**src/source/main_pkg.sv**
```systemverilog
// Main CPU glue package with bus widths, address-map regions and register offsets
`default_nettype none

package main_pkg;

    // Bus widths
    localparam int ADDR_W = 16;
    localparam int DATA_W = 8;
    localparam int ROM_AW = 18;

    typedef logic [ADDR_W-1:0] addr_t;
    typedef logic [DATA_W-1:0] data_t;
    typedef logic [ROM_AW-1:0] rom_addr_t;

    // Decoded bus target
    typedef enum logic [3:0] {
        rgn_ram,
        rgn_pal,
        rgn_char,
        rgn_com,
        rgn_obj,
        rgn_scr,
        rgn_io,
        rgn_rom_fixed,
        rgn_rom_banked,
        rgn_none
    } region_t;

    // Write offsets inside 0x3808-0x380F, A[2:0]
    localparam int WR_MISC     = 0;
    localparam int WR_HSCROLL  = 1;
    localparam int WR_VSCROLL  = 2;
    localparam int WR_NMI_CLR  = 3;
    localparam int WR_FIRQ_CLR = 4;
    localparam int WR_IRQ_CLR  = 5;
    localparam int WR_SOUND    = 6;
    localparam int WR_MCU_NMI  = 7;

    // Interrupt vector bit positions
    localparam int IRQ_NMI  = 2;
    localparam int IRQ_FIRQ = 1;
    localparam int IRQ_IRQ  = 0;

endpackage

`default_nettype wire

```
**src/source/cabinet_io.sv**
```systemverilog
// Cabinet input and DIP switch byte selection for the main CPU
`timescale 1ns/100ps
`default_nettype none

module cabinet_io (
    input  logic [1:0]      start_button,
    input  logic [1:0]      coin_input,
    input  logic [6:0]      joystick1,
    input  logic [6:0]      joystick2,
    input  logic            service,
    input  logic            vbl,
    input  logic            mcu_ban,
    input  main_pkg::data_t dipsw_a,
    input  main_pkg::data_t dipsw_b,
    input  logic [2:0]      sel,
    output main_pkg::data_t cab_dout
);
    import main_pkg::*;

    data_t status;

    // Board wires joystick bits 2 and 3 crossed
    function automatic logic [5:0] swap_joy(input logic [5:0] joy);
        swap_joy = {joy[5:4], joy[2], joy[3], joy[1:0]};
    endfunction

    // Top three bits read as ones
    assign status = {3'b111, mcu_ban, vbl, joystick2[6], joystick1[6], service};

    always_comb begin
        case (sel)
            3'd0:    cab_dout = {start_button, swap_joy(joystick1[5:0])};
            3'd1:    cab_dout = {coin_input, swap_joy(joystick2[5:0])};
            3'd2:    cab_dout = status;
            3'd3:    cab_dout = dipsw_a;
            3'd4:    cab_dout = dipsw_b;
            default: cab_dout = 8'hff;
        endcase
    end

endmodule

`default_nettype wire

```
**config.mk**
```make
export PLATFORM = sky130hd
export DESIGN_NAME = cabinet_io
export DESIGN_NICKNAME = d
export VERILOG_FILES = /design/src/source/main_pkg.sv /design/src/source/cabinet_io.sv
export SDC_FILE = /design/constraint.sdc
export NUM_CORES = 1
export LEC_CHECK = 0
export BUFFER_PORTS_ARGS = -buffer_cell sky130_fd_sc_hd__buf_2
export CAP_MARGIN = 20
export CELL_PAD_IN_SITES_DETAIL_PLACEMENT = 0
export CELL_PAD_IN_SITES_GLOBAL_PLACEMENT = 2
export CORE_UTILIZATION = 15
export DETAILED_ROUTE_END_ITERATION = 8
export PLACE_DENSITY = 0.81
export SYNTH_ARGS = -nofsm -noshare
export SYNTH_HDL_FRONTEND = slang
export SYNTH_SLANG_ARGS = --single-unit
```
**constraint.sdc**
```tcl
create_clock -name vclk -period 1
set_input_delay 0.1 -clock vclk [all_inputs]
set_output_delay 0.1 -clock vclk [all_outputs]
set_load 0.05 [all_outputs]
```
## Word level (Yosys, flattened, before mapping)

Cells that the tools add are included.

- Equality and inequality tests: 4
- Muxes and demuxes: 1
- Reduce and logical (&&, ||, !) cells: 1

Operators with widths:

| operator | count |
|---|---|
| case mux 8 bit (5 select lines) | 1 |
| equality test 3 x 2 -> 1 bit, second input constant | 2 |
| equality test 3 x 1 -> 1 bit, second input constant | 1 |
| equality test 3 bit, second input constant | 1 |
| logical NOT 3 bit | 1 |

- Register bits after elaboration: 0
- Input port bits: 40
- Word-level logic and storage cells: 6

## Longest topological paths before layout

- Depth in word-level cells: 2
- Gate-level depth with buffers: 5
- Gate-level depth less buffers: 3

## Least setup slack after synthesis

OpenSTA, ideal clock, no wires.

- Path kind: in2out
- Start: in sel[0]
- End: out cab_dout[7]
- Arrival: 1.543 ns
- Required time: 0.900 ns
- Slack: -0.643 ns
- Cell stages on the path: 4
- Path through: buf_6 > and2b_1 > a211oi_2 > nor3_1

- Cells in the longest elaborated chain, start to end: 2

RTL lines:

| what | line | RTL |
|---|---|---|
| start: declaration | cabinet_io.sv:15 | `input logic [2:0] sel,` |
| equality test 3 bit (tied with other cells) | cabinet_io.sv:31 | `case (sel)` |
| case mux 8 bit (5 select lines) * | cabinet_io.sv:31 |  |
| end: declaration | cabinet_io.sv:16 | `output main_pkg::data_t cab_dout` |

Every way passes the cells marked *; elsewhere a longest branch is shown, timed or not.

## Worst setup path in the final report

Same ends and word-level chain as after synthesis.

==> metrics.txt <==
status=complete, but fails checks; failing checks=negative setup slack; sequential cells=0; via-per-instance ratio=4.47; Final Hold Fails=0; port buffer count=48; post-layout min period=1.09 ns; Nets=148; Area Growth Syn to Fin=160%; syn_nets=89; Residual DRC=0; via count=608; switching share of power=48.6%; crit-path cells=buf_12 -> buf_6 -> and2b_1 -> a211oi_4 -> nor3_4 -> buf_6; Psw=0.275 mW; Die Height=53.2 µm; highest clock rate=0.916 GHz; die width=53.2 µm; Period Utilization, post-route=109%; Crit path arrival time=0.99 ns; crit path kind=primary input to primary output; library cells used by synthesis=24; final worst setup slack=-0.0916 ns; crit-path max cell delay=0.22 ns; drt wl/cell=11.8 µm; sequential power share=0%; Worst-Margin Slew=0.326 ns; Syn Area/Cell=8.02 µm²; IO Count=48; share of cells above drive strength 1=83.0%; most used cell along the critical path=buf_6; design area=1020 µm²; Hold-fix buffers, CTS=0; MaxCap Viol Count=0; largest net degree at the start of global routing=11; Pins Over Slew Limit=0; gr usage total=10.6%; Pint=0.291 mW; die footprint=2830 µm²; Worst slew margin=78.1%; synthesized cell area=393 µm²; Clock power frac=0%; Worst VDD drop=0.231 mV; routability cong.=0.636; Pwr per Cell Area=555 nW/µm²; Post-DRT Antenna Nets=0; grt total ovfl=0; unrepaired setup endpoints after global routing=true; # setup viols final=8; global-route wire length before repair=2300 µm; initial antenna violation count=0; DRT Pass-1 Iters=4; DP Worst Slack=-0.259 ns; WP data required=0.90 ns; Cell Area, Placed=795 µm²; Startpoint Class=primary input; FP Rows=18; slowest CP cell=and2b_1; crit end category=primary output; WHS Path Cells=4; flip-flop and latch area=0 µm²; Starting Density=15.9%; yosys warns=0; Comb pwr share=100.0%; Crit Path Max Fanout=7; Core Area=2480 µm²; WL final=1600 µm; vias in the first global route=571; HP Class=primary input to primary output; DRT iter0 DRCs=2; register area share after synthesis=0%; clock buffers=0; post-synthesis cell count=49; # diodes=0; detailed placement HPWL=1240 µm; leakage=0.460 nW
power by group through the flow:
| stage | logic [mW] | clock network [mW] | registers (mW) |
|---|---|---|---|
| 2_1_floorplan | 0.293 | 0 | 0 |
| 3_3_place_gp | 0.437 | 0 | 0 |
| 6_report | 0.567 | 0 | 0 |
| 5_1_grt | 0.601 | 0 | 0 |
| 4_1_cts | 0.546 | 0 | 0 |
| 3_5_place_dp | 0.440 | 0 | 0 |
layout make-up:
type               count  area, µm²
well taps             30       37.5
multi-input cells     44        483
fillers              260       1460
repair buffers        62        500
cell families after synthesis:
family	share of synthesized area, %
AND/OR/NAND/NOR	22.6
multiplexers	29.3
buffers and inverters	15.0
AO/OA/AOI/OAI	33.1
timing repair:
action,in CTS,in global routing
endpoints found under the setup margin,8,8
pin swaps,9,2
setup buffers,1,0
endpoints found under the hold margin,0,0
gates resized for setup,40,6
cloned,0,1
per-layer routing:
layer  share of wire (%)  up-vias  track usage, %
met5                   0        -               0
met4                   0        0               0
met3                 5.3        0           0.575
met2                  57       14            21.5
met1                  38      288            12.6
li1                    -      306               -
critical path: cells and delay by family:
family                 cells  cell delay [ns]
AO/OA/AOI/OAI              1             0.06
AND/OR/NAND/NOR            2             0.41
buffers and inverters      3             0.41
through the flow:
step	power (mW)	utilization, %	TNS, ns	hold slack, ns	cells
after detailed placement	0.440	32.1	-1.85	0.678	134
after global routing	0.601	41.2	-0.640	0.615	136
after floorplan	0.293	-	-0.236	0.434	49
after CTS	0.546	39.1	-0.402	0.592	135
after global placement	0.437	32.1	-1.76	0.678	134
final	0.567	41.2	-0.335	0.600	136
synth_stat cells (2+ instances only):
library cell | instances | share of area (%)
mux2_2 | 4 | 11
mux2i_1 | 4 | 10
o21a_1 | 4 | 7.6
o21ai_1 | 4 | 5.1
o22ai_1 | 4 | 6.4
buf_6 | 3 | 8.6
nor2_1 | 3 | 2.9
nor3_1 | 3 | 3.8
mux2_4 | 2 | 7.6
nor2b_1 | 2 | 3.2
o21ai_0 | 2 | 2.5
o32ai_1 | 2 | 4.5
worst paths after layout:
| path | to | startpoint |
|---|---|---|
| worst max-delay path | cab_dout[7] | sel[0] |
| worst min-delay path | cab_dout[5] | joystick2[5] |
placed cells by master, fill, tap and decap left out, types with 2 or more instances in the layout:
| master | count |
|---|---|
| buf_12 | 4 |
| buf_2 | 37 |
| buf_4 | 6 |
| buf_6 | 12 |
| buf_8 | 2 |
| mux2_2 | 4 |
| mux2_4 | 2 |
| mux2i_1 | 4 |
| nor2_4 | 2 |
| nor2b_1 | 2 |
| nor3_1 | 2 |
| o21a_1 | 4 |
| o21ai_1 | 2 |
| o21ai_2 | 4 |
| o22ai_2 | 4 |
| o32ai_4 | 2 |
Note: power is estimated with default switching activity, not from simulation.
