**config.mk**
```make
export PLATFORM = sky130hd
export DESIGN_NAME = irq_latch
export DESIGN_NICKNAME = d
export VERILOG_FILES = /design/src/source/irq_latch.sv
export SDC_FILE = /design/constraint.sdc
export NUM_CORES = 1
export LEC_CHECK = 0
export ABC_AREA = 0
export BUFFER_PORTS_ARGS = -buffer_cell sky130_fd_sc_hd__buf_2
export CORE_AREA = 10 10 47 49
export DETAILED_ROUTE_END_ITERATION = 16
export DIE_AREA = 0 0 57 59
export GPL_TIMING_DRIVEN = 0
export REMOVE_ABC_BUFFERS = 1
export SLEW_MARGIN = 10
export SYNTH_ARGS = -nofsm -noshare
export SYNTH_HDL_FRONTEND = slang
export SYNTH_SLANG_ARGS = --single-unit
```
**constraint.sdc**
```tcl
create_clock -name clk -period 0.9 [get_ports clk]
set_input_delay 0.045 -clock clk [delete_from_list [all_inputs] [get_ports clk]]
set_output_delay 0.045 -clock clk [all_outputs]
set_load 0.005 [all_outputs]
```
**src/source/irq_latch.sv**
```systemverilog
// Edge-set, write-cleared interrupt flip-flop bank
`timescale 1ns/100ps
`default_nettype none

module irq_latch #(
    parameter int W = 3
) (
    input  logic         clk,
    input  logic         rst,
    input  logic [W-1:0] sigedge,
    input  logic [W-1:0] clr,
    output logic [W-1:0] q
);

    logic [W-1:0] prev;
    logic [W-1:0] rise;

    // Source history, follows the inputs even in reset
    always_ff @(posedge clk) begin
        prev <= sigedge;
    end

    assign rise = sigedge & ~prev;

    // A new edge wins over a clear in the same cycle
    always_ff @(posedge clk or posedge rst) begin
        if (rst) begin
            q <= '0;
        end else begin
            q <= rise | (q & ~clr);
        end
    end

endmodule

`default_nettype wire

```
* Yosys cells after proc, flatten, opt, wreduce, memory -nomap -nowiden
Index checks and enable logic that the tools add are counted.
** Cells by class
- Bitwise logic cells :: 5
** Operator list (number)
- 3-bit bitwise AND :: 2
- 3-bit inverter :: 2
- 3-bit bitwise OR :: 1
** Storage, ports and cells
- Bits in registers :: 6
- Input bits :: 8
- Output and inout bits :: 3
- Logic and storage cells :: 7

* Logic depth before layout (Yosys ltp)
Gate-level depths: netlist of the first run.
- Word-level depth :: 3
- Mapped depth :: 2
- Mapped depth without buffers :: 2

* Worst setup path after synthesis of the first run
No wires, ideal clock.
- Path kind :: reg2reg
- Start point :: reg q[0]
- End point :: reg q[0]
- Library setup time :: 0.124 ns
- Data arrival time :: 0.486 ns
- Slack :: 0.291 ns
- Cell stages (with the launch flop) :: 3
- Clock period less this slack :: 0.609 ns
- Cell sequence :: dfrtp_1 inv_1 o22ai_2
** On the way
- Longest elaborated chain between the ends :: 2
** RTL lines
- from (decl) :: RTL line 12 : output logic [W-1:0] q
- from (signal assigned) :: RTL line 30 : q <= rise | (q & ~clr);
- 3-bit bitwise AND :: RTL line 30
- 3-bit bitwise OR :: RTL line 30
Every way passes these cells.

* Final worst setup path of the first run
- Start point :: reg q[1]
- End point :: out q[1]
No word-level cell between the ends.

==> results.json, run 1 <==
{
  "grt_use_total_pct": 3.459,
  "worst_pin_slew_ns": 0.1180,
  "status": "finished clean",
  "clock_tree.buffer_depth": 2,
  "max_freq_ghz": 1.282,
  "worstSkewPairLatency_ns": 0.24,
  "crit_buf_inv": 1,
  "drtIter0Drc": 0,
  "synth.distinct_cells": 4,
  "finalWirelength_um": 461,
  "peakVddDrop_uv": 794.1,
  "crit_required_ns": 0.85,
  "cp_cell_sequence": "buf_2",
  "ys_seq_elements": 6,
  "yosysWarnings": 0,
  "register_area_um2": 135.1,
  "place_congestion": 0.5392,
  "routedWlPerCell_um": 8.698,
  "grt_overflow_total": 0,
  "fin_crit_sh_pct": 86.64,
  "cts_tree": "done",
  "end_kind": "output port",
  "path_max_fanout": 2,
  "die_x_um": 57,
  "synthArstFlopShare_pct": 50.00,
  "r2r_start": "q[1]",
  "final_nets": 46,
  "maxSlewHeadroom_pct": 92.13,
  "synth.most_common_cell": "inv_1",
  "slew_violations": 0,
  "ys_top_cells_by_area": "dfrtp_1, dfxtp_1, o22ai_2",
  "die_area_um2": 3363,
  "grt_max_degree": 5,
  "area_growth_pct": 83.65,
  "period_minus_slack_ns": 0.7798,
  "ios": 11,
  "antenna_found_initial": 0,
  "drive_gt1_share_pct": 43.24,
  "synth_top_family_by_area": "compound AO/OA/AOI/OAI gates",
  "syn-instance-count": 16,
  "start_util_pct": 14.20,
  "cts.sinks": 6,
  "critPathKind": "flip-flop to output port",
  "grt_pass1_wl_um": 834,
  "post_cts_buffers": 0,
  "arrival_ns": 0.73,
  "antenna_cells": 0,
  "io_buffers": 10,
  "grt_pass1_vias": 218,
  "fp.dieH_um": 59,
  "synth.area.mux_share_pct": 0,
  "fin_worst_skew_ns": 0.003120,
  "setup_tns_ns": 0,
  "synth_top_cell_area_share_pct": 37.74,
  "multi_input_area_um2": 37.54,
  "synth_common_cells": "inv_1, dfrtp_1, dfxtp_1, o22ai_2",
  "path_delay_family": "flip-flops",
  "dr.pass1.iters": 1,
  "setup-violations-final": 0,
  "final_antenna_net_count": 0,
  "cts_resized": 0,
  "path_clk_slew_ns": 0.05,
  "fill_cells": 156,
  "synth_compound_area_share_pct": 18.87,
  "crit_path_start_kind": "flip-flop",
  "synth_xor_area_share_pct": 0,
  "drc": 0,
  "netlist_area_um2": 198.9,
  "synthSimpleGateAreaFrac_pct": 0,
  "hold_violations": 0,
  "maxCapViolations": 0,
  "yosysSeqAreaShare_pct": 67.92,
  "synth_area_per_cell_um2": 12.43,
  "worst_hold_slack_ns": 0.2054,
  "synthFlopType": "dfxtp_1",
  "hold_class": "primary input to asynchronous set/reset pin",
  "cts_max_level": 1,
  "cts_buffers": 3,
  "synth_adder_area_share_pct": 0,
  "synth_area_leader_cell": "dfrtp_1",
  "via_per_inst": 3.226,
  "rows": 14,
  "synth_edf_count": 0,
  "p_leak_nw": 0.1916,
  "critPathMaxStageDelay_ns": 0.37,
  "crit_start": "q[1]",
  "rsz0062_at_grt": "false",
  "slowest_stage": "dfrtp_1",
  "p_per_area_nw_per_um2": 1753,
  "vias": 171,
  "core_area_um2": 1401,
  "clockRootBuffer": "clkbuf_4"
}
-- per-layer routing --
metal	up-vias	global-route usage [%]	wire length, µm
met1	73	2.497	171
met2	9	4.806	209
met4	0	3.020	0
li1	89	-	-
met5	-	0	0
met3	0	4.077	80
-- logic make-up after synthesis --
family / after synthesis
AO/OA/AOI/OAI: 3
buffers and inverters: 7
flip-flops: 6
-- timing repair --
action                                  CTS  global route
endpoints found under the setup margin    0             0
hold buffers                              7             0
hold endpoints to repair                  9             0
-- layout make-up --
class                           count  share of cell area (%)
Clock buffer                        4                   7.192
Inverter                            7                   7.192
Multi-Input combinational cell      3                   10.27
Sequential cell                     6                   36.99
Tap cell                           16                   5.479
Timing Repair Buffer               17                   32.88
-- state kept, by name, indices dropped and copies added, names as in the netlist --
register,count
prev,3
q,3
-- layout by cell type, fill, tap and decap left out --
master	Yosys	layout
clkbuf_4	0	3
dfrtp_1	3	3
dfxtp_1	3	3
o22ai_2	3	3
inv_1	7	7
dlygate4sd3_1	0	7
buf_2	0	10
clkbuf_1	0	1
-- path summary, 6_finish.rpt --
check,slack (ns),end,cells after the start
setup / recovery,0.12,q[1],1
hold / removal,0.21,q[2],3
setup reg to reg,0.28,q[1],2
hold reg to reg,0.42,q[2],1
max in group asynchronous,0.56,q[1],3
min in group clk,0.42,q[2],1
-- per-stage QoR --
stage / instances / cell area (µm²) / util (%) / worst slack (ns) / power, mW
after floorplan: 16 / 198.9 / - / 0.2909 / 0.3277
after global placement: 42 / 269.0 / 19.20 / 0.2903 / 0.3610
after detailed placement: 42 / 269.0 / 19.20 / 0.2845 / 0.3621
after CTS: 53 / 365.4 / 26.07 / 0.09785 / 0.6612
after global routing: 53 / 365.4 / 26.07 / 0.07325 / 0.7022
final: 53 / 365.4 / 26.07 / 0.1202 / 0.6405
-- power breakdown --
part | total [mW] | switching, mW | internal (mW)
Combinational | 0.0823 | 0.0293 | 0.0530
Clock | 0.262 | 0.0944 | 0.168
Sequential | 0.296 | 0.00809 | 0.288
Total | 0.641 | 0.132 | 0.509
-- worst reg2reg max path, stage by stage, from the launching register on --
cell	delay [ns]
dfrtp_1	0.37
inv_1	0.07
o22ai_2	0.07
Power figures use the tool's default switching activity.
==> run 2, diff against run 1 <==
--- a/config.mk
+++ b/config.mk
@@ -6,10 +6,10 @@
 export NUM_CORES = 1
 export LEC_CHECK = 0
 export ABC_AREA = 0
-export BUFFER_PORTS_ARGS = -buffer_cell sky130_fd_sc_hd__buf_2
 export CORE_AREA = 10 10 47 49
 export DETAILED_ROUTE_END_ITERATION = 16
 export DIE_AREA = 0 0 57 59
+export DONT_BUFFER_PORTS = 1
 export GPL_TIMING_DRIVEN = 0
 export REMOVE_ABC_BUFFERS = 1
 export SLEW_MARGIN = 10
==> results.json, run 2 (synthesized netlist as in run 1, its figures left out) <==
{
  "end_kind": "output port",
  "max_freq_ghz": 1.462,
  "layout_common_cells": "inv_1, dlygate4sd3_1",
  "rows": 14,
  "period_minus_slack_ns": 0.6838,
  "cts.sinks": 6,
  "maxCapViolations": 0,
  "grt_use_total_pct": 3.457,
  "vias": 150,
  "drive_gt1_share_pct": 22.22,
  "post_cts_buffers": 0,
  "crit_required_ns": 0.85,
  "cts_tree": "done",
  "cts_buffers": 3,
  "hold_violations": 0,
  "crit_path_start_kind": "flip-flop",
  "arrival_ns": 0.64,
  "path_depth": 0,
  "clock_tree.buffer_depth": 2,
  "die_x_um": 57,
  "cts_resized": 0,
  "drtIter0Drc": 0,
  "biggestRegsByFlops": "prev (3), q (3)",
  "place_ws_ns": 0.2490,
  "grt_pass1_vias": 184,
  "slew_violations": 0,
  "antenna_cells": 0,
  "rsz0062_at_grt": "false",
  "cts_hold_buf": 7,
  "utilization_pct": 22.50,
  "fin_worst_skew_ns": 0.004057,
  "setup_tns_ns": 0,
  "final_nets": 36,
  "finalWirelength_um": 467,
  "cts_max_level": 1,
  "clockRootBuffer": "clkbuf_4",
  "grt_pass1_wl_um": 814,
  "final_antenna_net_count": 0,
  "peakVddDrop_uv": 530.1,
  "maxSlewHeadroom_pct": 91.05,
  "p_leak_nw": 0.1513,
  "setup-violations-final": 0,
  "worst_pin_slew_ns": 0.1341,
  "critPathKind": "flip-flop to output port",
  "ff2ff_path_depth": 2,
  "core_area_um2": 1401,
  "ios": 11,
  "worstSkewPairLatency_ns": 0.24,
  "status": "finished clean",
  "io_buffers": 0,
  "die_area_um2": 3363,
  "area_growth_pct": 58.49,
  "antenna_found_initial": 0,
  "dr.pass1.iters": 1,
  "place_congestion": 0.5420,
  "via_per_inst": 3.488,
  "hold_class": "primary input to asynchronous set/reset pin",
  "grt_max_degree": 5,
  "grt_overflow_total": 0,
  "r2r_start": "q[1]",
  "path_max_fanout": 2,
  "path_clk_slew_ns": 0.05,
  "fp.dieH_um": 59,
  "p_per_area_nw_per_um2": 1986,
  "crit_start": "q[0]",
  "start_util_pct": 14.20,
  "drc": 0,
  "fin_ws_ns": 0.2162,
  "fin_crit_sh_pct": 75.98,
  "fill_cells": 163,
  "routedWlPerCell_um": 10.86
}
-- run 2: cell types whose count changed in the layout (fill, tap and decap cells not counted), sizes merged --
cell and delta:
buf -10
-- run 2: where the power goes --
part	total [mW]	switching (mW)	internal (mW)
sequential	0.301	0.0134	0.288
combinational	0.0549	0.0199	0.0350
clock	0.270	0.102	0.168
-- run 2: area by class of cell --
| cell class | count | area (µm²) | area share (%) |
|---|---|---|---|
| flip-flops and latches | 6 | 135.1 | 42.86 |
| repair buffers | 7 | 70.07 | 22.22 |
| multi-input cells | 3 | 37.54 | 11.90 |
| clock buffers | 4 | 26.28 | 8.333 |
| inverters | 7 | 26.28 | 8.333 |
| well taps | 16 | 20.02 | 6.349 |
-- run 2: worst paths after layout --
check | to | slack [ns]
worst max-delay path | q[0] | 0.22
worst min-delay path | q[2] | 0.12
worst max register to register | q[1] | 0.25
worst min register to register | q[2] | 0.42
max in group asynchronous | q[1] | 0.64
min in group clk | prev[1] | 0.38
-- run 2: metrics by stage --
| stage | cell area (µm²) | power, mW | cells | hold WS, ns |
|---|---|---|---|---|
| 4_1_cts | 315.3 | 0.6460 | 43 | 0.1098 |
| 3_3_place_gp | 219.0 | 0.3343 | 32 | -0.1846 |
| 6_report | 315.3 | 0.6261 | 43 | 0.1151 |
| 5_1_grt | 315.3 | 0.6687 | 43 | 0.1276 |
| 2_1_floorplan | 198.9 | 0.3277 | 16 | -0.2014 |
| 3_5_place_dp | 219.0 | 0.3356 | 32 | -0.1771 |
-- run 2: layer usage --
metal  global-route usage [%]  up-vias  part of all wire, %
met4                    4.027        0                  1.7
met1                    2.494       70                   36
met3                    3.648        2                   15
met5                        0        -                    0
li1                         -       69                    -
met2                    4.651        9                   48
