<file path="config.mk">
export PLATFORM = sky130hd
export DESIGN_NAME = main_regs
export DESIGN_NICKNAME = d
export VERILOG_FILES = /design/src/source/main_pkg.sv /design/src/source/main_regs.sv
export SDC_FILE = /design/constraint.sdc
export NUM_CORES = 1
export LEC_CHECK = 0
export BUFFER_PORTS_ARGS = -buffer_cell sky130_fd_sc_hd__buf_2
export CORE_MARGIN = 2
export CORE_UTILIZATION = 46
export CTS_CLUSTER_SIZE = 12
export DETAILED_ROUTE_END_ITERATION = 7
export PLACE_DENSITY = 0.77
export SETUP_SLACK_MARGIN = 0.15
export SLEW_MARGIN = 20
export SYNTH_ARGS = -nofsm -noshare
export SYNTH_HDL_FRONTEND = slang
export SYNTH_SLANG_ARGS = --single-unit
</file>
<file path="constraint.sdc">
create_clock -name clk -period 0.8 [get_ports clk]
set_input_delay 0.04 -clock clk [delete_from_list [all_inputs] [get_ports clk]]
set_output_delay 0.04 -clock clk [all_outputs]
set_load 0.005 [all_outputs]
</file>
<file path="src/source/main_pkg.sv">
// Main CPU glue package with bus widths, address-map regions and register offsets
`default_nettype none

package main_pkg;

    // Bus widths
    localparam int ADDR_W = 16;
    localparam int DATA_W = 8;
    localparam int ROM_AW = 18;

    typedef logic [ADDR_W-1:0] addr_t;
    typedef logic [DATA_W-1:0] data_t;
    typedef logic [ROM_AW-1:0] rom_addr_t;

    // Decoded bus target
    typedef enum logic [3:0] {
        rgn_ram,
        rgn_pal,
        rgn_char,
        rgn_com,
        rgn_obj,
        rgn_scr,
        rgn_io,
        rgn_rom_fixed,
        rgn_rom_banked,
        rgn_none
    } region_t;

    // Write offsets inside 0x3808-0x380F, A[2:0]
    localparam int WR_MISC     = 0;
    localparam int WR_HSCROLL  = 1;
    localparam int WR_VSCROLL  = 2;
    localparam int WR_NMI_CLR  = 3;
    localparam int WR_FIRQ_CLR = 4;
    localparam int WR_IRQ_CLR  = 5;
    localparam int WR_SOUND    = 6;
    localparam int WR_MCU_NMI  = 7;

    // Interrupt vector bit positions
    localparam int IRQ_NMI  = 2;
    localparam int IRQ_FIRQ = 1;
    localparam int IRQ_IRQ  = 0;

endpackage

`default_nettype wire

</file>
<file path="src/source/main_regs.sv">
// Main CPU control latches for scroll, flip, ROM bank, MCU control and sound latch
`timescale 1ns/100ps
`default_nettype none

module main_regs (
    input  logic            clk,
    input  logic            rst,
    input  logic [7:0]      reg_wr,
    input  main_pkg::data_t wb_dat_w,
    output logic [8:0]      scrhpos,
    output logic [8:0]      scrvpos,
    output logic            flip,
    output logic            mcu_rstb,
    output logic            mcu_halt,
    output logic [2:0]      bank,
    output main_pkg::data_t snd_latch,
    output logic            snd_irq,
    output logic            mcu_nmi_set
);
    import main_pkg::*;

    always_ff @(posedge clk or posedge rst) begin
        if (rst) begin
            scrhpos     <= 9'd0;
            scrvpos     <= 9'd0;
            flip        <= 1'b0;
            mcu_rstb    <= 1'b0;
            mcu_halt    <= 1'b0;
            bank        <= 3'd0;
            snd_irq     <= 1'b0;
            mcu_nmi_set <= 1'b0;
        end else begin
            // Low scroll bytes
            if (reg_wr[WR_HSCROLL]) begin
                scrhpos[7:0] <= wb_dat_w;
            end
            if (reg_wr[WR_VSCROLL]) begin
                scrvpos[7:0] <= wb_dat_w;
            end
            // Misc byte fans out to scroll MSBs and board control
            if (reg_wr[WR_MISC]) begin
                scrhpos[8] <= wb_dat_w[0];
                scrvpos[8] <= wb_dat_w[1];
                flip       <= wb_dat_w[2];
                mcu_rstb   <= wb_dat_w[3];
                mcu_halt   <= wb_dat_w[4];
                bank       <= wb_dat_w[7:5];
            end
            // Single-cycle strobes toward sound CPU and MCU
            snd_irq     <= reg_wr[WR_SOUND];
            mcu_nmi_set <= reg_wr[WR_MCU_NMI];
        end
    end

    // Sound command byte
    always_ff @(posedge clk) begin
        if (reg_wr[WR_SOUND]) begin
            snd_latch <= wb_dat_w;
        end
    end

endmodule

`default_nettype wire

</file>
# After elaboration in Yosys (flattened, before gate mapping)
# Index checks and enable logic that the tools add are counted.
# word_totals
register_bits	34
input_bits	18
wordCells	11

# Depth between registers and ports, before layout
# Gate-level depths: netlist of the first run.
# depth
depth_word	0
mapped_depth	2
mapped_depth_nobuf	1

# Least setup slack after synthesis of the first run
# OpenSTA, ideal clock, no wires.
# synth_path
path_type	register to register
from	reg bank[0] (netlist name)
to	reg bank[0]
arrival_ns	0.623
slack_ns	0.052
path_stages_with_launch	2
synth_period_minus_slack_ns	0.748
path_cell_list	dfrtp_1 > mux2_4
# synth_lines
element	line_no	text
end signal: assignment	main_regs.sv:47	bank <= wb_dat_w[7:5];
end: declaration	main_regs.sv:15	output logic [2:0] bank,

# Worst setup path in the final report of the first run
# layout_path
from	reg scrvpos[3]
to	out scrvpos[3]
# layout_lines
element	line_no	text
start: declaration	main_regs.sv:11	output logic [8:0] scrvpos,
start signal: assignment	main_regs.sv:38	scrvpos[7:0] <= wb_dat_w;
# No word-level cell between the ends.

==> results of run 1 <==
[sequential cells by signal (all words and copies together) (netlist names)]
signal and count:
flip 1, snd_irq 1, mcu_rstb 1, scrhpos 9, snd_latch 8, bank 3, scrvpos 9, mcu_halt 1
mcu_nmi_set 1
[logic make-up after synthesis]
group / share of synthesized area [%]
buffers and inverters: 2.91
multiplexers: 28.0
flip-flops: 69.1
[layout make-up]
class	count	area share, %
flip-flops and latches	34	48.9
multi-input cells	24	19.8
well taps	31	2.13
clock inverters	3	2.20
inverters	1	0.206
repair buffers	70	24.8
clock buffers	5	2.06
[power by group through the flow]
stage / logic [mW] / registers, mW / clock network [mW]
after CTS: 0.605 / 2.01 / 1.25
after global placement: 0.509 / 2.04 / 0
after detailed placement: 0.521 / 2.05 / 0
after global routing: 0.716 / 2.04 / 1.35
final: 0.661 / 2.01 / 1.22
after floorplan: 0.258 / 2.06 / 0
[layer usage]
| layer | vias to the layer above | GRT usage (%) | share of wire (%) |
|---|---|---|---|
| li1 | 365 | - | - |
| met1 | 379 | 22.9 | 42 |
| met2 | 34 | 27.1 | 49 |
| met3 | 5 | 8.16 | 7.1 |
| met4 | 0 | 4.98 | 1.7 |
| met5 | - | 0 | 0 |
[cell usage after synthesis (all sizes together)]
master / count
inv: 1
mux2: 24
edfxtp: 8
buf: 3
dfrtp: 26
[worst max path at each step]
stage / from / endpoint
2_1_floorplan: bank[0] / bank[0]
4_1_cts: scrvpos[2] / scrvpos[2]
3_3_place_gp: reg_wr[0] / bank[0]
3_5_place_dp: reg_wr[0] / bank[0]
5_1_grt: scrvpos[3] / scrvpos[3]
6_report: scrvpos[3] / scrvpos[3]
[repair_timing]
| action | in CTS | in global routing |
|---|---|---|
| gates cloned | 0 | 0 |
| gates resized for setup | 2 | 5 |
| hold endpoints to repair | 60 | 32 |
| hold buffers | 3 | 5 |
| setup buffers | 8 | 4 |
| setup endpoints to repair | 58 | 58 |
==> reports/metrics.yaml, run 1 <==
hold_path:
  hold-path-endpoint: "snd_latch[3]"
  min_path_type: "in -> reg"
  hold_start: "wb_dat_w[3]"
  worstHoldPathCells: 1
floorplan:
  io_pins: 52
  num_rows: 19
  start_util_pct: 47.6
  core_area_mm2: 0.00271
  die_h_um: 56.9
  dieArea_mm2: 0.00324
  die_x_um: 56.9
global_route:
  grt-ovfl-total: 0
  grt_pass1_vias: 799
  grt.total_usage_pct: 17.7
  grt_pass1_wl_um: 4170
  grt_max_degree: 17
  antenna_found_initial: 0
pwr:
  pwr-share-seq_pct: 51.7
  total_power_mw: 3.89
  p_sw_share_pct: 22.6
  power_density_mw_per_mm2: 2140
  clkPwrFrac_pct: 31.3
  ir_drop_v: 0.00192
  power_leakage_nw: 0.928
  p_sw_uw: 881
  power.internal_mw: 3.01
  power_frac_comb_pct: 17.0
sta:
  timing.hold.ws_ns: -0.0732
  setup_tns_ns: -3.97
  period_minus_slack_ns: 0.911
  min_period_over_period_pct: 114
  fin_skew_ns: 0
  hold_viol_final: 12
  rsz0062_at_grt: "true"
  max_slew_margin_pct: 79.0
  slew_violations: 0
  setup_ws_ns: -0.111
  setup_violations: 47
  worst_pin_slew_ns: 0.315
  fmax_mhz: 1100
final_layout:
  drive_gt1_share_pct: 68.6
  nets: 154
  fillCellCount: 196
  stdcell_count: 168
  final_cell_mix: "buf_2 (48), dfrtp_1 (26), mux2_4 (24)"
  layout_commonest_cell: "buf_2"
  multi_input_area_um2: 360
  regArea_um2: 891
  area_growth_pct: 41.5
  post-route-util_pct: 67.3
  diodes: 0
  final_area_mm2: 0.00182
setup_path:
  worst_setup_path_start_kind: "flip-flop"
  cp_max_fo: 2
  critPathCaptureType: "output pin"
  path_cells: "buf_2"
  worstPathArrival_ns: 0.87
  r2r_end: "scrvpos[3]"
  timing.rr.start: "scrvpos[3]"
  reg2reg_depth: 2
  critPathBufInv: 1
  slowest_delay_ns: 0.40
  cp_slowest_cell: "dfrtp_1"
  rrSetupSlack_ns: -0.10
  critPathKind: "reg -> out"
  critPathRequiredTime_ns: 0.76
  path_depth: 1
  crit_family: "flip-flops"
synthesis:
  synthTopCellsByArea: "dfrtp_1 (50%), mux2_4 (28%), edfxtp_1 (19%)"
  synth_cell_types: 5
  synth_nets: 80
  syn-cell-area_mm2: 0.00129
  synth.yosys.seq_area_share_pct: 69.1
  syn_inst: 62
  syn_avg_cell_area_um2: 20.8
  synth-seq-cells: 34
  synth_top_area_share_pct: 50.5
  ys_warn_count: 0
  synth_area_leader_cell: "dfrtp_1"
route:
  finalWirelength_um: 2660
  drt-pass1-iter-count: 4
  final_antenna_net_count: 0
  wl_per_cell_um: 15.8
  routed-via-count: 783
  drc: 0
  vias_per_cell: 4.66
  drtIter0Drc: 17
place:
  port-buffer-count: 48
  dp.final_hpwl_um: 1680
  routabilityCongestion: 0.702
  place_ws_ns: 0.0206
  placed_cell_area_mm2: 0.00155
  dp.cells: 140
flow_run:
  maxCapViolations: 0
cts:
  insertion_delay_ns: 0.34
  clk_pin_slew_ns: 0.11
  htreeDepth: 2
  cts-root-buf: "clkbuf_4"
  cts_buffers: 5
  clockBufferDepth: 2
  cts_tree: "yes"
  numClockSinks: 34
run_status:
  status: "finished with violations"
  violations: "negative hold slack, negative setup slack"
Note: power is estimated with default switching activity, not from simulation.
==> inputs of run 2 (changes only) <==
CTS_BUF_LIST = sky130_fd_sc_hd__clkbuf_16   (was default)
==> run 2 against run 1 <==
The run still ends with negative hold slack, negative setup slack left; cell count fell by 11%; combinational power down 21%; cell area decreased by 4.9%; global-route usage is 0.44 points higher; critical endpoint is now scrhpos[3]; largest power group is now clock.
==> reports/metrics.yaml, run 2 (synthesis results as in run 1) <==
run_status:
  status: "finished with violations"
  violations: "negative hold slack, negative setup slack"
global_route:
  grt_max_degree: 17
  grt_util_met1_pct: 22.0
  grt.total_usage_pct: 18.1
  antenna_found_initial: 0
  grt_pass1_wl_um: 4140
  use_met2_pct: 27.1
  grt_pass1_vias: 777
  top_usage_layer: "met2"
  grt-ovfl-total: 0
  met3_usage_pct: 8.84
cts:
  htreeDepth: 2
  numClockSinks: 34
  clk_pin_slew_ns: 0.05
  cts_resized: 0
  post_cts.repair.setup_buffers: 0
  insertion_delay_ns: 0.28
  cts_tree: "yes"
  cts-hold-fix-buffers: 2
  cts-root-buf: "clkbuf_16"
  cts_buffers: 5
  clockBufferDepth: 2
setup_path:
  critPathCaptureType: "output pin"
  cp_max_fo: 2
  critPathKind: "reg -> out"
  path_cells: "buf_2"
  r2r_end: "bank[2]"
  worstPathArrival_ns: 0.80
  critPathRequiredTime_ns: 0.76
  reg2reg_depth: 1
  slowest_delay_ns: 0.39
  crit_family: "flip-flops"
  rrSetupSlack_ns: 0.02
  worst_setup_path_start_kind: "flip-flop"
  cp_slowest_cell: "dfrtp_1"
  timing.rr.start: "bank[2]"
  critPathBufInv: 1
pwr:
  total_power_mw: 4.68
  ir_drop_v: 0.00253
  power_leakage_nw: 0.876
  power_density_mw_per_mm2: 2700
route:
  drc: 0
  routed-via-count: 714
  finalWirelength_um: 2460
  wl_per_cell_um: 16.4
  vias_per_cell: 4.76
  drtIter0Drc: 12
  final_antenna_net_count: 0
  drt-pass1-iter-count: 4
sta:
  min_period_over_period_pct: 105
  fin_skew_ns: 0
  timing.hold.ws_ns: -0.0164
  rsz0062_at_grt: "true"
  worst_pin_slew_ns: 0.306
  setup_ws_ns: -0.0384
  period_minus_slack_ns: 0.838
  max_slew_margin_pct: 79.6
  setup_violations: 28
  slew_violations: 0
  hold_viol_final: 8
  fmax_mhz: 1190
final_layout:
  layout_commonest_cell: "buf_2"
  final_area_mm2: 0.00173
  nets: 136
  diodes: 0
  reg_top3: "scrhpos x9, scrvpos x9, snd_latch x8"
  stdcell_count: 150
  final_cell_mix: "buf_2 (48), dfrtp_1 (26), mux2_4 (24)"
  drive_gt1_share_pct: 68.9
  area_growth_pct: 34.6
  fillCellCount: 214
hold_path:
  hold-path-endpoint: "snd_latch[5]"
  hold_start: "wb_dat_w[5]"
  min_path_type: "in -> reg"
  worstHoldPathCells: 1
place:
  port-buffer-count: 48
  placed_cell_area_mm2: 0.00155
  routabilityCongestion: 0.702
  dp.cells: 140
  dp.final_hpwl_um: 1680
floorplan:
  start_util_pct: 47.6
  num_rows: 19
  die_h_um: 56.9
  core_area_mm2: 0.00271
  io_pins: 52
  dieArea_mm2: 0.00324
  die_x_um: 56.9
flow_run:
  maxCapViolations: 0
run 2: cell count changes in the layout (fill, tap and decap cells not counted), sizes merged:
cell	previous run	this run
buf	62	50
dlygate4sd3	8	2
run 2: layout make-up:
type                    instances  area, um^2  share of cell area, %
clock buffers                   5         125                   7.22
clock inverters                 3        40.0                   2.31
inverters                       1        3.75                  0.216
multi-input cells              24         360                   20.8
flip-flops and latches         34         891                   51.4
well taps                      31        38.8                   2.24
repair buffers                 52         275                   15.9
run 2: power breakdown:
| part | total (mW) | switching, mW | internal, mW |
|---|---|---|---|
| clock | 2.14 | 0.689 | 1.45 |
| sequential | 2.02 | 0.0748 | 1.94 |
| combinational | 0.523 | 0.204 | 0.318 |
| total | 4.68 | 0.968 | 3.72 |
run 2: what timing repair did:
action                     in CTS  in global routing
hold endpoints to repair       35                  7
setup endpoints to repair      58                 58
cloned                          0                  0
run 2: routing by layer:
metal  share of wire [%]  vias up
li1                    -      327
met1                  41      349
met2                  48       32
met3                 8.3        6
met4                 2.2        0
met5                   0        -
run 2: worst max-delay path by stage:
| stage | start | end | cells past startpoint | slack, ns |
|---|---|---|---|---|
| final | scrhpos[3] | scrhpos[3] | 1 | -0.04 |
| after global routing | scrhpos[0] | scrhpos[0] | 1 | -0.07 |
| after CTS | scrvpos[2] | scrvpos[2] | 1 | -0.04 |
| after detailed placement | reg_wr[0] | bank[0] | 2 | 0.02 |
| after global placement | reg_wr[0] | bank[0] | 2 | 0.02 |
| after floorplan | bank[0] | bank[0] | 1 | 0.05 |
run 2: through the flow:
step                      setup WS (ns)  setup TNS, ns  hold WS (ns)  utilization (%)
final                           -0.0384         -0.556       -0.0164             64.0
after global routing            -0.0694          -1.59       -0.0163             64.0
after CTS                       -0.0444         -0.865       -0.0194             64.0
after detailed placement         0.0206              0        0.0537             57.2
after global placement           0.0248              0        0.0501             57.2
after floorplan                  0.0517              0        0.0714                -
==> inputs of run 3 (changes only) <==
ABC_AREA = 1   (was default)
CORE_UTILIZATION = 49   (was 46)
PLACE_DENSITY = 0.82   (was 0.77)
clock period = 1.05 ns   (was 0.8 ns; I/O delays follow)
==> run 3 against run 2 <==
The run now ends clean; first-iteration DRC count fell by 8.3%; routed wire length rose by 9.2%; combinational power fell by 41%; via count rose by 35%; clock skew did not move; flip-flop and latch count did not move; synthesized cell count rose by 82%; setup slack improved by 0.23 ns; sequential power fell by 25%; sequential share of layout area rose by 3.7 points; cell count rose by 33%; area after synthesis fell by 6.1%; highest routed layer unchanged.
==> reports/metrics.yaml, run 3 <==
floorplan:
  die_h_um: 53.7
  num_rows: 18
  io_pins: 52
  core_area_mm2: 0.00241
  start_util_pct: 50.2
  die_x_um: 53.7
  dieArea_mm2: 0.00288
synthesis:
  synth_edf_count: 8
  synth_cell_types: 6
  syn_avg_cell_area_um2: 10.7
  synthTopCellsByArea: "dfrtp_1 (54%), nand2_1 (22%), edfxtp_1 (20%)"
  synth_ff_type: "dfrtp_1"
  synth.yosys.seq_area_share_pct: 73.6
  synth_top_area_share_pct: 53.8
  syn-cell-area_mm2: 0.00121
  synthArstFlopShare_pct: 76.5
  synth_area_leader_cell: "dfrtp_1"
  synth_nets: 131
  syn_inst: 113
  yosysMostFrequentCell: "nand2_1"
  synth-seq-cells: 34
  ys_warn_count: 0
  synth_top_cells_by_count: "nand2_1 (72), dfrtp_1 (26), edfxtp_1 (8), buf_6 (3), inv_2 (3)"
pwr:
  clkPwrFrac_pct: 42.4
  p_sw_share_pct: 22.7
  power_density_mw_per_mm2: 1970
  power_frac_comb_pct: 9.8
  ir_drop_v: 0.00176
  p_sw_uw: 723
  power.internal_mw: 2.46
  power_leakage_nw: 0.903
  pwr-share-seq_pct: 47.8
cts:
  cts_buffers: 5
  clk_pin_slew_ns: 0.05
  insertion_delay_ns: 0.27
  cts_resized: 0
  clockBufferDepth: 2
  cts-root-buf: "clkbuf_16"
  cts-hold-fix-buffers: 2
  htreeDepth: 2
  post_cts.repair.setup_buffers: 0
  numClockSinks: 34
  cts_tree: "yes"
global_route:
  grt_pass1_vias: 923
  grt_max_degree: 27
  antenna_found_initial: 0
  grt.total_usage_pct: 21.6
  grt_pass1_wl_um: 4130
  grt-ovfl-total: 0
setup_path:
  path_cells: "buf_2"
  timing.rr.start: "scrvpos[3]"
  cp_max_fo: 1
  reg2reg_depth: 2
  critPathBufInv: 1
  critPathKind: "reg -> out"
  cp_slowest_cell: "edfxtp_1"
  worstPathArrival_ns: 0.81
  critPathRequiredTime_ns: 1.00
  rrSetupSlack_ns: 0.43
  r2r_end: "scrvpos[3]"
  critPathCaptureType: "output pin"
  worst_setup_path_start_kind: "flip-flop"
  slowest_delay_ns: 0.39
  crit_family: "flip-flops"
route:
  vias_per_cell: 4.84
  drt-pass1-iter-count: 3
  routed-via-count: 964
  drtIter0Drc: 11
  finalWirelength_um: 2690
  wl_per_cell_um: 13.5
  final_antenna_net_count: 0
  drc: 0
sta:
  fin_skew_ns: 0
  min_period_over_period_pct: 81.7
  setup_violations: 0
  max_slew_margin_pct: 78.6
  fmax_mhz: 1170
  setup_tns_ns: 0
  worst_pin_slew_ns: 0.321
  hold_viol_final: 0
  rsz0062_at_grt: "false"
  slew_violations: 0
  period_minus_slack_ns: 0.858
place:
  routabilityCongestion: 0.822
  dp.final_hpwl_um: 1820
  port-buffer-count: 48
hold_path:
  worstHoldPathCells: 1
  min_path_type: "in -> reg"
  hold-path-endpoint: "snd_irq"
  hold_start: "reg_wr[6]"
final_layout:
  layout_commonest_cell: "nand2_1"
  final_cell_mix: "nand2_1 (72), buf_2 (48), dfrtp_1 (26)"
  drive_gt1_share_pct: 34.3
  post-route-util_pct: 67.2
  area_growth_pct: 33.8
  reg_top3: "scrhpos x9, scrvpos x9, snd_latch x8"
  diodes: 0
  nets: 186
run_status:
  status: "finished clean"
flow_run:
  maxCapViolations: 0
run 3: worst max path at each step:
| stage | cells past startpoint | slack [ns] | from | end |
|---|---|---|---|---|
| CTS | 1 | 0.20 | snd_latch[6] | snd_latch[6] |
| finish | 1 | 0.19 | snd_latch[6] | snd_latch[6] |
| global placement | 2 | 0.46 | scrvpos[6] | scrvpos[6] |
| floorplan | 2 | 0.47 | bank[0] | bank[0] |
| global route | 1 | 0.18 | scrvpos[6] | scrvpos[6] |
| detailed placement | 2 | 0.44 | bank[0] | bank[0] |
run 3: worst reg2reg max path: stages, from the launching register on:
cell     delay (ns)
dfrtp_1        0.38
nand2_1        0.08
nand2_1        0.05
run 3: through the flow:
stage                     std cells  instance area (um^2)  total power [mW]  worst slack [ns]  hold WS [ns]
final                           199                  1620              3.18             0.192        0.0102
after global routing            199                  1620              3.31             0.184        0.0132
after CTS                       199                  1620              3.20             0.199       0.00853
after detailed placement        189                  1460              1.85             0.437         0.123
after global placement          189                  1460              1.83             0.460         0.110
after floorplan                 113                  1210              1.67             0.469        0.0839
run 3: area by class of cell:
class	count	area, um^2
Multi-Input combinational cell	72	270
Clock inverter	3	12.5
Clock buffer	5	125
Sequential cell	34	891
Tap cell	30	37.5
Timing Repair Buffer	51	268
Fill cell	182	791
Inverter	4	15.0
run 3: kinds of logic (layout without fill, tap and decap cells):
| logic type | count (synthesis) | count (layout) | share of synthesized area (%) |
|---|---|---|---|
| buffers and inverters | 7 | 63 | 4.03 |
| DFF | 34 | 34 | 73.6 |
| and+or+nand+nor | 72 | 72 | 22.3 |
run 3: power by group through the flow:
stage | Combinational [mW] | Sequential (mW) | Clock (mW)
floorplan | 0.118 | 1.55 | 0
global placement | 0.295 | 1.54 | 0
detailed placement | 0.307 | 1.54 | 0
CTS | 0.317 | 1.52 | 1.36
global route | 0.356 | 1.53 | 1.42
finish | 0.311 | 1.52 | 1.35
run 3: routing by layer:
metal	vias to the layer above	share of wire [%]	GRT usage (%)
met5	-	0	0
met3	9	7.2	8.61
met4	0	2.2	12.8
met1	465	40	24.2
met2	38	51	34.6
li1	452	-	-
